--- src/line_cache_defs.svh ---
`ifndef LINE_CACHE_DEFS_SVH
`define LINE_CACHE_DEFS_SVH

// **************************************************
// address and data geometry
// **************************************************

`define LC_ALEN         43 // byte address width
`define LC_DATA_W       64 // one line holds one 64-bit word
`define LC_ALIGN_BITS   3  // low address bits that must be zero

// **************************************************
// line layout, entry is | tag | data |
// **************************************************

`define LC_INDEX_W      8  // 256 lines
`define LC_TAG_W        (`LC_ALEN - `LC_ALIGN_BITS - `LC_INDEX_W) // 32 with the values above
`define LC_ENTRY_W      (`LC_TAG_W + `LC_DATA_W) // 96 bits per stored line

// **************************************************
// block RAM geometry
// **************************************************

`define LC_BRAM_DATA_W  16 // one 4 kbit block, 16 bits wide
`define LC_BRAM_BLOCKS  (`LC_ENTRY_W / `LC_BRAM_DATA_W) // blocks needed per line

// hit and miss counter width
`define LC_CNT_W        16

`endif

--- src/line_cache_pkg.sv ---
`include "line_cache_defs.svh"

package line_cache_pkg;

	// **************************************************
	// command opcodes
	// **************************************************

	typedef enum logic [1:0] {
		op_nop       = 2'd0, // idle or a dropped misaligned write
		op_read      = 2'd1, // lookup, returns data and hit
		op_write     = 2'd2, // fills the line at the index
		op_inval_all = 2'd3  // clears every valid bit
	} lc_op_e;

	// raw command as it arrives at the top level
	typedef struct packed {
		lc_op_e                   op;
		logic [`LC_ALEN-1:0]      addr;
		logic [`LC_DATA_W-1:0]    wdata;
	} lc_cmd_t;

	// decoded command, address already split
	typedef struct packed {
		lc_op_e                   op;
		logic [`LC_TAG_W-1:0]     tag;
		logic [`LC_INDEX_W-1:0]   index;
		logic [`LC_DATA_W-1:0]    wdata;
		logic                     misaligned; // low address bits were not zero
	} lc_lookup_t;

	// response for reads and for rejected accesses
	typedef struct packed {
		logic                     valid;
		logic                     hit;
		logic                     error;
		logic [`LC_DATA_W-1:0]    rdata; // zero unless hit
	} lc_rsp_t;

endpackage

--- src/result_stage.sv ---
`timescale 1ns/1ps
`include "line_cache_defs.svh"

module result_stage import line_cache_pkg::*; (
	input  logic                  clk,
	input  logic                  rst,
	input  logic                  lk_valid,
	input  lc_lookup_t            lk,
	input  logic                  hit,
	input  logic [`LC_DATA_W-1:0] rdata,
	output lc_rsp_t               rsp,
	output logic [`LC_CNT_W-1:0]  hit_count,
	output logic [`LC_CNT_W-1:0]  miss_count
);

	logic    vld_q;
	lc_op_e  op_q;
	logic    err_q;
	logic    rd_ok; // aligned read, counts toward the totals
	lc_rsp_t rsp_d;

	// **************************************************
	// delay to match the cache read
	// **************************************************

	always_ff @(posedge clk) begin
		if (rst)
			vld_q <= 1'b0;
		else
			vld_q <= lk_valid;
	end

	always_ff @(posedge clk) begin
		op_q  <= lk.op;
		err_q <= lk.misaligned;
	end

	always_comb begin
		rd_ok       = vld_q && (op_q == op_read) && !err_q;
		rsp_d.valid = vld_q && ((op_q == op_read) || err_q);
		rsp_d.hit   = rd_ok && hit;
		rsp_d.error = vld_q && err_q;
		rsp_d.rdata = (rd_ok && hit) ? rdata : '0; // no stale line data on a miss
	end

	// **************************************************
	// response and counters
	// **************************************************

	always_ff @(posedge clk) begin
		if (rst) begin
			rsp        <= '0;
			hit_count  <= '0;
			miss_count <= '0;
		end else begin
			rsp <= rsp_d;
			if (rd_ok && hit && hit_count != '1)
				hit_count <= hit_count + 1'b1; // saturates at all ones
			if (rd_ok && !hit && miss_count != '1)
				miss_count <= miss_count + 1'b1;
		end
	end

endmodule

--- config.mk ---
export PLATFORM = sky130hd
export DESIGN_NAME = result_stage
export DESIGN_NICKNAME = d
export VERILOG_FILES = /design/src/line_cache_pkg.sv /design/src/result_stage.sv
export VERILOG_INCLUDE_DIRS = /design/src /design/src/src
export SDC_FILE = /design/constraint.sdc
export NUM_CORES = 1
export LEC_CHECK = 0
export CAP_MARGIN = 20
export CORE_AREA = 4 4 103 105
export CTS_CLUSTER_DIAMETER = 120
export DETAILED_ROUTE_END_ITERATION = 16
export DIE_AREA = 0 0 107 109
export DONT_BUFFER_PORTS = 1
export PLACE_DENSITY = 0.61
export SYNTH_ARGS = -nofsm -noshare
export SYNTH_HDL_FRONTEND = slang
export SYNTH_SLANG_ARGS = --single-unit
--- constraint.sdc ---
create_clock -name clk -period 1.75 [get_ports clk]
set_input_delay 0.2625 -clock clk [delete_from_list [all_inputs] [get_ports clk]]
set_output_delay 0.2625 -clock clk [all_outputs]
set_load 0.02 [all_outputs]
### Word level (Yosys, flattened, before mapping)

Index checks and enable logic that the tools add are counted.

| storage, ports and cells | value |
|---|---|
| word-level logic and storage cells | 27 |
| memories kept | 0 |
| memory bits (writable) | 0 |
| bits in latches | 0 |
| register bits | 103 |
| input bits | 175 |
| memory bits (read-only) | 0 |
| output and inout bits | 99 |

| operators by class | value |
|---|---|
| div/mod/pow operators | 0 |
| reductions and logical operators | 12 |
| $lt $le $gt $ge | 0 |
| bitwise operators | 1 |
| multiply operators | 0 |
| multiplexer cells | 0 |
| equality and inequality tests | 3 |
| add/sub/neg operators | 2 |
| shift-type cells | 0 |

Operators by type and width:

| operator | count |
|---|---|
| $add A16 B1 Y16 const B | 2 |
| $ne A16 B16 Y1 const B | 2 |
| $logic_and A1 B1 Y1 | 8 |
| $eq A2 B1 Y1 const B | 1 |
| $logic_not A1 Y1 | 2 |
| $reduce_or A2 Y1 | 1 |
| $logic_or A1 B1 Y1 | 1 |
| $not A1 Y1 | 1 |

### Depth between registers and ports, before layout

Gate-level depths: netlist of run 1.

| depth | value |
|---|---|
| depth in word-level cells | 6 |
| depth in mapped cells | 6 |
| depth with buffers taken out | 5 |

### Least setup slack after synthesis of run 1

OpenSTA, ideal clock, no wires.

| timing path | value |
|---|---|
| path kind | register to register |
| start point | register hit_count[0] |
| end point | register hit_count[0] |
| slack | 0.026 ns |
| buffers on the path | 0 |
| stages on the path, launching flop included | 6 |
| setup time | 0.121 ns |
| required time | 1.629 ns |
| arrival | 1.604 ns |
| clock period less this slack | 1.724 ns |
| cell sequence | dfxtp_1 > ha_1 > inv_1 > nor4_4 > a21oi_1 > mux2_2 |

| between the ends | value |
|---|---|
| word-level cells in the longest chain between the ends | 2 |
| elaborated cells on any way between the ends | 3 |
| those cells by class | 1 x add/sub; 1 x eq/ne; 1 x reduce/logical |

Ends and longest elaborated chain:

| element | line | source |
|---|---|---|
| start: declaration | result_stage.sv:12 | `` output logic [`LC_CNT_W-1:0] hit_count, `` |
| start signal: assignment | result_stage.sv:58 | `hit_count <= hit_count + 1'b1;` |
| branches (longest 2 deep; another with $add A16 B1 Y16) | -- |  |

Several ways; the timed one is not identified.
A chain may end at the register's enable or synchronous reset.

### Worst setup path in the final report of run 1

| timing path | value |
|---|---|
| start point | register miss_count[1] |
| end point | register miss_count[9] |

| between the ends | value |
|---|---|
| word-level cells in the longest chain between the ends | 2 |
| elaborated cells on any way between the ends | 3 |
| those cells by class | 1 x add/sub; 1 x eq/ne; 1 x reduce/logical |

Ends and longest elaborated chain:

| element | line | source |
|---|---|---|
| start: declaration | result_stage.sv:13 | `` output logic [`LC_CNT_W-1:0] miss_count `` |
| start signal: assignment | result_stage.sv:60 | `miss_count <= miss_count + 1'b1;` |
| branches (longest 2 deep; another with $add A16 B1 Y16) | -- |  |

Several ways; the timed one is not identified.

==> results of run 1 <==
report_power, final:
group | internal, µW | switching, µW | total [µW]
combinational | 98.3 | 38.5 | 137
sequential | 2350 | 17.4 | 2370
clock | 694 | 879 | 1570
worst max-delay path, stage by stage (launching register included):
cell and delay [ps]:
dfxtp_1 400, ha_1 200, nand4_1 240, nor3_2 360, nor4b_2 100, mux2_2 280
per-stage QoR:
| step | worst slack, ps | utilization (%) | power (µW) | std cells |
|---|---|---|---|---|
| floorplan | 25.8 | - | 2460 | 370 |
| finish | 63.4 | 52.8 | 4080 | 612 |
| detailed placement | -43.3 | 44.1 | 2460 | 540 |
| CTS | -38.2 | 51.5 | 4120 | 606 |
| global placement | -10.8 | 44.1 | 2460 | 540 |
| global route | -36.3 | 52.8 | 4240 | 612 |
layer usage:
metal | vias up | GRT usage [%] | share of wire [%]
met2 | 163 | 28.2 | 42
met4 | 0 | 7.12 | 1.7
li1 | 1489 | - | -
met3 | 14 | 10.5 | 15
met1 | 1434 | 24.3 | 41
met5 | - | 0 | 0
repair_timing:
action | in CTS | in global routing
cloned | 0 | 0
gates resized for setup | 1 | 17
hold endpoints to repair | 62 | 5
setup buffers | 1 | 1
endpoints found under the setup margin | 5 | 13
hold buffers | 49 | 5
pin swaps | 1 | 2
cell usage after synthesis, types with 2 or more instances:
library cell and count:
dfxtp_1 103, and3_1 6, and2_1 69, nand2_1 22, a211oi_1 8, o211a_1 2
o31ai_1 5, a21oi_1 13, nor4_1 8, clkbuf_1 13, ha_1 2, a31oi_1 2
o21ai_0 3, inv_1 5, or4_1 5, a41oi_1 2, nor2_1 20, nor3_1 10
nor4_4 2, nor2b_1 17, nand3_1 11, mux2_2 15, nand4_1 10, and4_1 3
mux2i_1 2, o41ai_1 2
logic make-up (layout without fill, tap and decap cells):
family                   count (synthesis)  in the layout  share of synthesized area, %
buffers and inverters                   19            128                          1.94
multiplexers                            17             17                          5.06
adder cells (fa/ha/maj)                  2              2                         0.670
AND/OR/NAND/NOR                        190            190                          30.1
AO/OA/AOI/OAI                           39             39                          7.07
flip-flops                             103            103                          55.2
state kept, by name, indices dropped and copies added, names as in the netlist:
signal      count
miss_count     16
err_q           1
hit_count      16
rsp            67
vld_q           1
op_q            2
layout make-up:
| class | count | area, µm² | share of cell area, % |
|---|---|---|---|
| Clock buffer | 9 | 124 | 2.43 |
| Clock inverter | 7 | 86.3 | 1.70 |
| Inverter | 5 | 18.8 | 0.369 |
| Multi-Input combinational cell | 248 | 1680 | 32.9 |
| Sequential cell | 103 | 2070 | 40.6 |
| Tap cell | 133 | 166 | 3.27 |
| Timing Repair Buffer | 107 | 951 | 18.7 |
path summary, 6_finish.rpt:
path                                     end  depth (start not counted)  slack, ps
setup / recovery  miss_count[9]$_SDFFE_PP0P_                          5         60
hold / removal             rsp[2]$_SDFF_PP0_                          1         20
setup reg to reg  miss_count[9]$_SDFFE_PP0P_                          5         60
hold reg to reg           rsp[66]$_SDFF_PP0_                          1        500
==> results.tsv, run 1 <==
metric	value	unit
status	finished, final reports clean	
tritoncts	done	
synth-seq-cells	103	
grt_pass1_wl	17100	µm
synth_area	3730	µm²
whs	16.3	ps
syn_inst	370	
synth_top_area_share	55.2	%
crit_path_max_fanout	5	
drc	0	
fin_setup_tns	0	ps
synthFlopType	dfxtp_1	
synth_warnings	0	
gp_congestion	0.864	
path_class	flip-flop to flip-flop	
clkLatencyLatePin	370	ps
max_slew_margin	54.2	%
totalWireLength	11400	µm
leakage	0.00202	µW
finalHoldViolations	0	
synth_area_leaders	dfxtp_1 (55%), and2_1 (12%), mux2_2 (4.5%)	
worstPathRequired	2020	ps
die_y	109	µm
finalSetupViolations	0	
skew	9.85	ps
drtAntennaViolNets	0	
synth_area_per_cell	10.1	µm²
period_needed	1690	ps
min_from	rdata[2]	
area_growth_syn_to_layout	36.3	%
grt_pass1_vias	3072	
report.final.slew_viol_count	0	
rsz0062_at_grt	true	
grt-ovfl-total	0	
hpwl	8220	µm
drt_first_pass_iters	4	
fillers	899	
routed_via_density	5.07	
io_pins	274	
cts.path.max_buffers	2	
drive_above_1_share	22.3	%
ctsHtreeMaxLevel	3	
finalCritPeriodShare	96.4	%
rr_startpoint	miss_count[1]$_SDFFE_PP0P_	
syn-num-nets	547	
tightest_slew	685	ps
routedWlPerCell	18.6	µm
arrival	1950	ps
cts_root_buffer	clkbuf_8	
synth_top_area_cell	dfxtp_1	
max_cap_viol_count	0	
io_buffers	0	
irDropWorstVdd	0.000618	V
final_cell_mix	dfxtp_1 (97), and2_1 (69), dlygate4sd3_1 (54), buf_4 (52), nand2_1 (21)	
mostFrequentLayoutCell	dfxtp_1	
powerDensity	802	nW/µm²
final_nets	651	
clock_sinks	103	
synth_edf_count	0	
placed_area	4250	µm²
antennaDiodeCount	0	
final_area	5090	µm²
antenna_found_initial	0	
grt_use_total	19.4	%
start_util	38.7	%
fp.dieW	107	µm
startpoint	miss_count[1]$_SDFFE_PP0P_	
ys_seq_area_share	55.2	%
vias	3100	
ys_types	36	
worstSetupEndpointType	flip-flop	
die_area	11700	µm²
fmax	593	MHz
cts_made_buffers	9	
async_reset_ff_share	0	%
grt_max_degree	66	
coreArea	9640	µm²
clk_pin_slew_worst_paths	100	ps
hp-class	primary input to flip-flop	
placementRows	36	
cp-start-kind	flip-flop	
drtIter0Drc	125	
No activity file was read; power rests on OpenSTA's default activity.
==> inputs of run 2 (changes only) <==
==> constraint.sdc (replaced) <==
create_clock -name clk -period 1.5 [get_ports clk]
set_input_delay 0.225 -clock clk [delete_from_list [all_inputs] [get_ports clk]]
set_output_delay 0.225 -clock clk [all_outputs]
set_load 0.02 [all_outputs]
==> run 2 against run 1 <==
The flow now finishes with violations (setup timing). Via count increased by 8.1%. Maximum frequency increased by 4.8%. Die area unchanged. Clock power increased by 15%. Core utilization increased by 9.4 points. Total power increased by 16%. Clock skew increased by 12 ps. Highest routed layer unchanged.
==> results.tsv, run 2 (same netlist as run 1, synthesis figures left out) <==
metric	value	unit	change
status	finished, violations left		was finished, final reports clean
violations	setup timing		
clkLatencyLatePin	370	ps	about the same
finalSetupViolations	59		was 0
crit_path_max_fanout	4		was 5
grt_pass1_vias	3399		was 3,072
setup_ws	-110	ps	was 63.4 ps
place_ws	-173	ps	was -43.3 ps
mostFrequentLayoutCell	dfxtp_1		unchanged
drtIter0Drc	159		was 125
drive_above_1_share	38.5	%	was 22.3%
tritoncts	done		unchanged
cts.path.max_buffers	2		unchanged
drc	0		unchanged
fmax	621	MHz	was 593 MHz
clock_sinks	103		unchanged
powerDensity	791	nW/µm²	was 802 nW/µm²
finish.utilization	62.3	%	was 52.8%
gp_congestion	0.840		was 0.864
period_needed	1610	ps	was 1690 ps
cp-start-kind	flip-flop		unchanged
arrival	1880	ps	was 1950 ps
critPathMaxStageDelay	390	ps	was 400 ps
crit_slowest_cell	and4bb_4		was dfxtp_1
ctsHtreeMaxLevel	3		unchanged
final_cell_mix	dfxtp_1 (72), dlygate4sd3_1 (69), buf_4 (68), and2_1 (67), nand2_1 (19)		was dfxtp_1 (97), and2_1 (69), dlygate4sd3_1 (54), buf_4 (52), nand2_1 (21)
max_cap_viol_count	0		unchanged
area_growth_syn_to_layout	60.7	%	was 36.3%
antennaDiodeCount	0		unchanged
worstPathRequired	1770	ps	was 2020 ps
final_nets	699		was 651
grt-ovfl-total	0		unchanged
path_class	flip-flop to flip-flop		unchanged
hp-class	primary input to flip-flop		unchanged
cts_made_buffers	9		unchanged
drtAntennaViolNets	0		unchanged
regMostFlops	rsp		unchanged
worstSetupEndpointType	flip-flop		unchanged
routed_via_density	5.08		was 5.07
die_y	109	µm	unchanged
routedWlPerCell	18.0	µm	was 18.6 µm
finalHoldViolations	0		unchanged
crit_family	simple AND/OR/NAND/NOR gates		unchanged
path_cells	and4bb_4, buf_6, nand2_8, a211oi_2, mux2_4		was ha_1, nand4_1, nor3_2, nor4b_2, mux2_2
die_area	11700	µm²	unchanged
clk_pin_slew_worst_paths	120	ps	was 100 ps
report.final.slew_viol_count	0		unchanged
max_slew_margin	48.1	%	was 54.2%
total_power	4750	µW	was 4080 µW
leakage	0.00238	µW	was 0.00202 µW
largest_reg_flops	67		unchanged
irDropWorstVdd	0.000530	V	was 0.000618 V
cts_root_buffer	clkbuf_8		unchanged
totalWireLength	11900	µm	was 11,400 µm
tightest_slew	777	ps	was 685 ps
worst-path-buf-inv	1		was 0
antenna_found_initial	0		unchanged
io_buffers	0		unchanged
skew	22.0	ps	was 9.85 ps
reg.largest.list	rsp (67), hit_count (16), miss_count (16)		unchanged
start_util	38.7	%	unchanged
grt_pass1_wl	16900	µm	was 17,100 µm
fp.dieW	107	µm	unchanged
placementRows	36		unchanged
vias	3352		was 3,100
rsz0062_at_grt	true		unchanged
finalCritPeriodShare	107	%	was 96.4%
hpwl	6800	µm	was 8220 µm
io_pins	274		unchanged
coreArea	9640	µm²	unchanged
drt_first_pass_iters	4		unchanged
grt_max_degree	66		unchanged
grt_use_total	18.2	%	was 19.4%
-- run 2: cell types whose count changed in the layout (fill, tap and decap cells not counted), moves of 9 or more --
| cell | previous run | this run |
|---|---|---|
| dfxtp_1 | 97 | 72 |
| buf_4 | 52 | 68 |
| dfxtp_4 | 0 | 16 |
| dlygate4sd3_1 | 54 | 69 |
| buf_6 | 0 | 14 |
| dfxtp_2 | 6 | 15 |
| mux2_2 | 15 | 6 |
| mux2_4 | 0 | 9 |
-- run 2: layout make-up --
type	count	area (µm²)
inverters	5	18.8
flip-flops and latches	103	2140
fillers	770	3640
well taps	133	166
clock inverters	7	86.3
repair buffers	155	1440
clock buffers	9	124
multi-input cells	248	2020
-- run 2: final timing paths --
| kind | start | to | slack, ps | cells past startpoint |
|---|---|---|---|---|
| worst max register to register | op_q[1]$_DFF_P_ | hit_count[3]$_SDFFE_PP0P_ | -110 | 5 |
| worst min-delay path | rst | miss_count[4]$_SDFFE_PP0P_ | 100 | 2 |
| worst max-delay path | op_q[1]$_DFF_P_ | hit_count[3]$_SDFFE_PP0P_ | -110 | 5 |
| worst min register to register | hit_count[7]$_SDFFE_PP0P_ | hit_count[7]$_SDFFE_PP0P_ | 530 | 2 |
-- run 2: repair_timing --
action                                 CTS  global route
hold buffers                            69             0
cloned                                   0             3
pin swaps                               17            19
endpoints found under the hold margin   82             0
setup endpoints to repair               24            93
setup buffers                            7            12
gates resized for setup                 37            43
-- run 2: where the power goes --
part	leakage, µW	total, µW	switching [µW]	internal [µW]
Clock	0.000105	1800	1120	682
Sequential	0.000851	2740	18.5	2720
Combinational	0.00143	208	57.7	150
Total	0.00238	4750	1190	3550
-- run 2: routing by layer --
layer	routed length [µm]	GRT usage, %	vias to the layer above	share of wire (%)
met5	0	0	-	0
met4	191	5.02	0	1.6
met3	1010	7.40	18	8.5
met2	6280	32.3	143	53
met1	4400	20.3	1595	37
li1	-	-	1596	-
-- run 2: per-stage QoR --
step	setup TNS, ps	cell area (µm²)	hold WS [ps]	cells
after floorplan	-1480	3910	253	370
after global placement	-1190	4520	253	554
after detailed placement	-1470	4520	253	554
after global routing	-5740	6000	84.2	660
final	-1630	6000	95.2	660
after CTS	-1560	5650	74.0	645
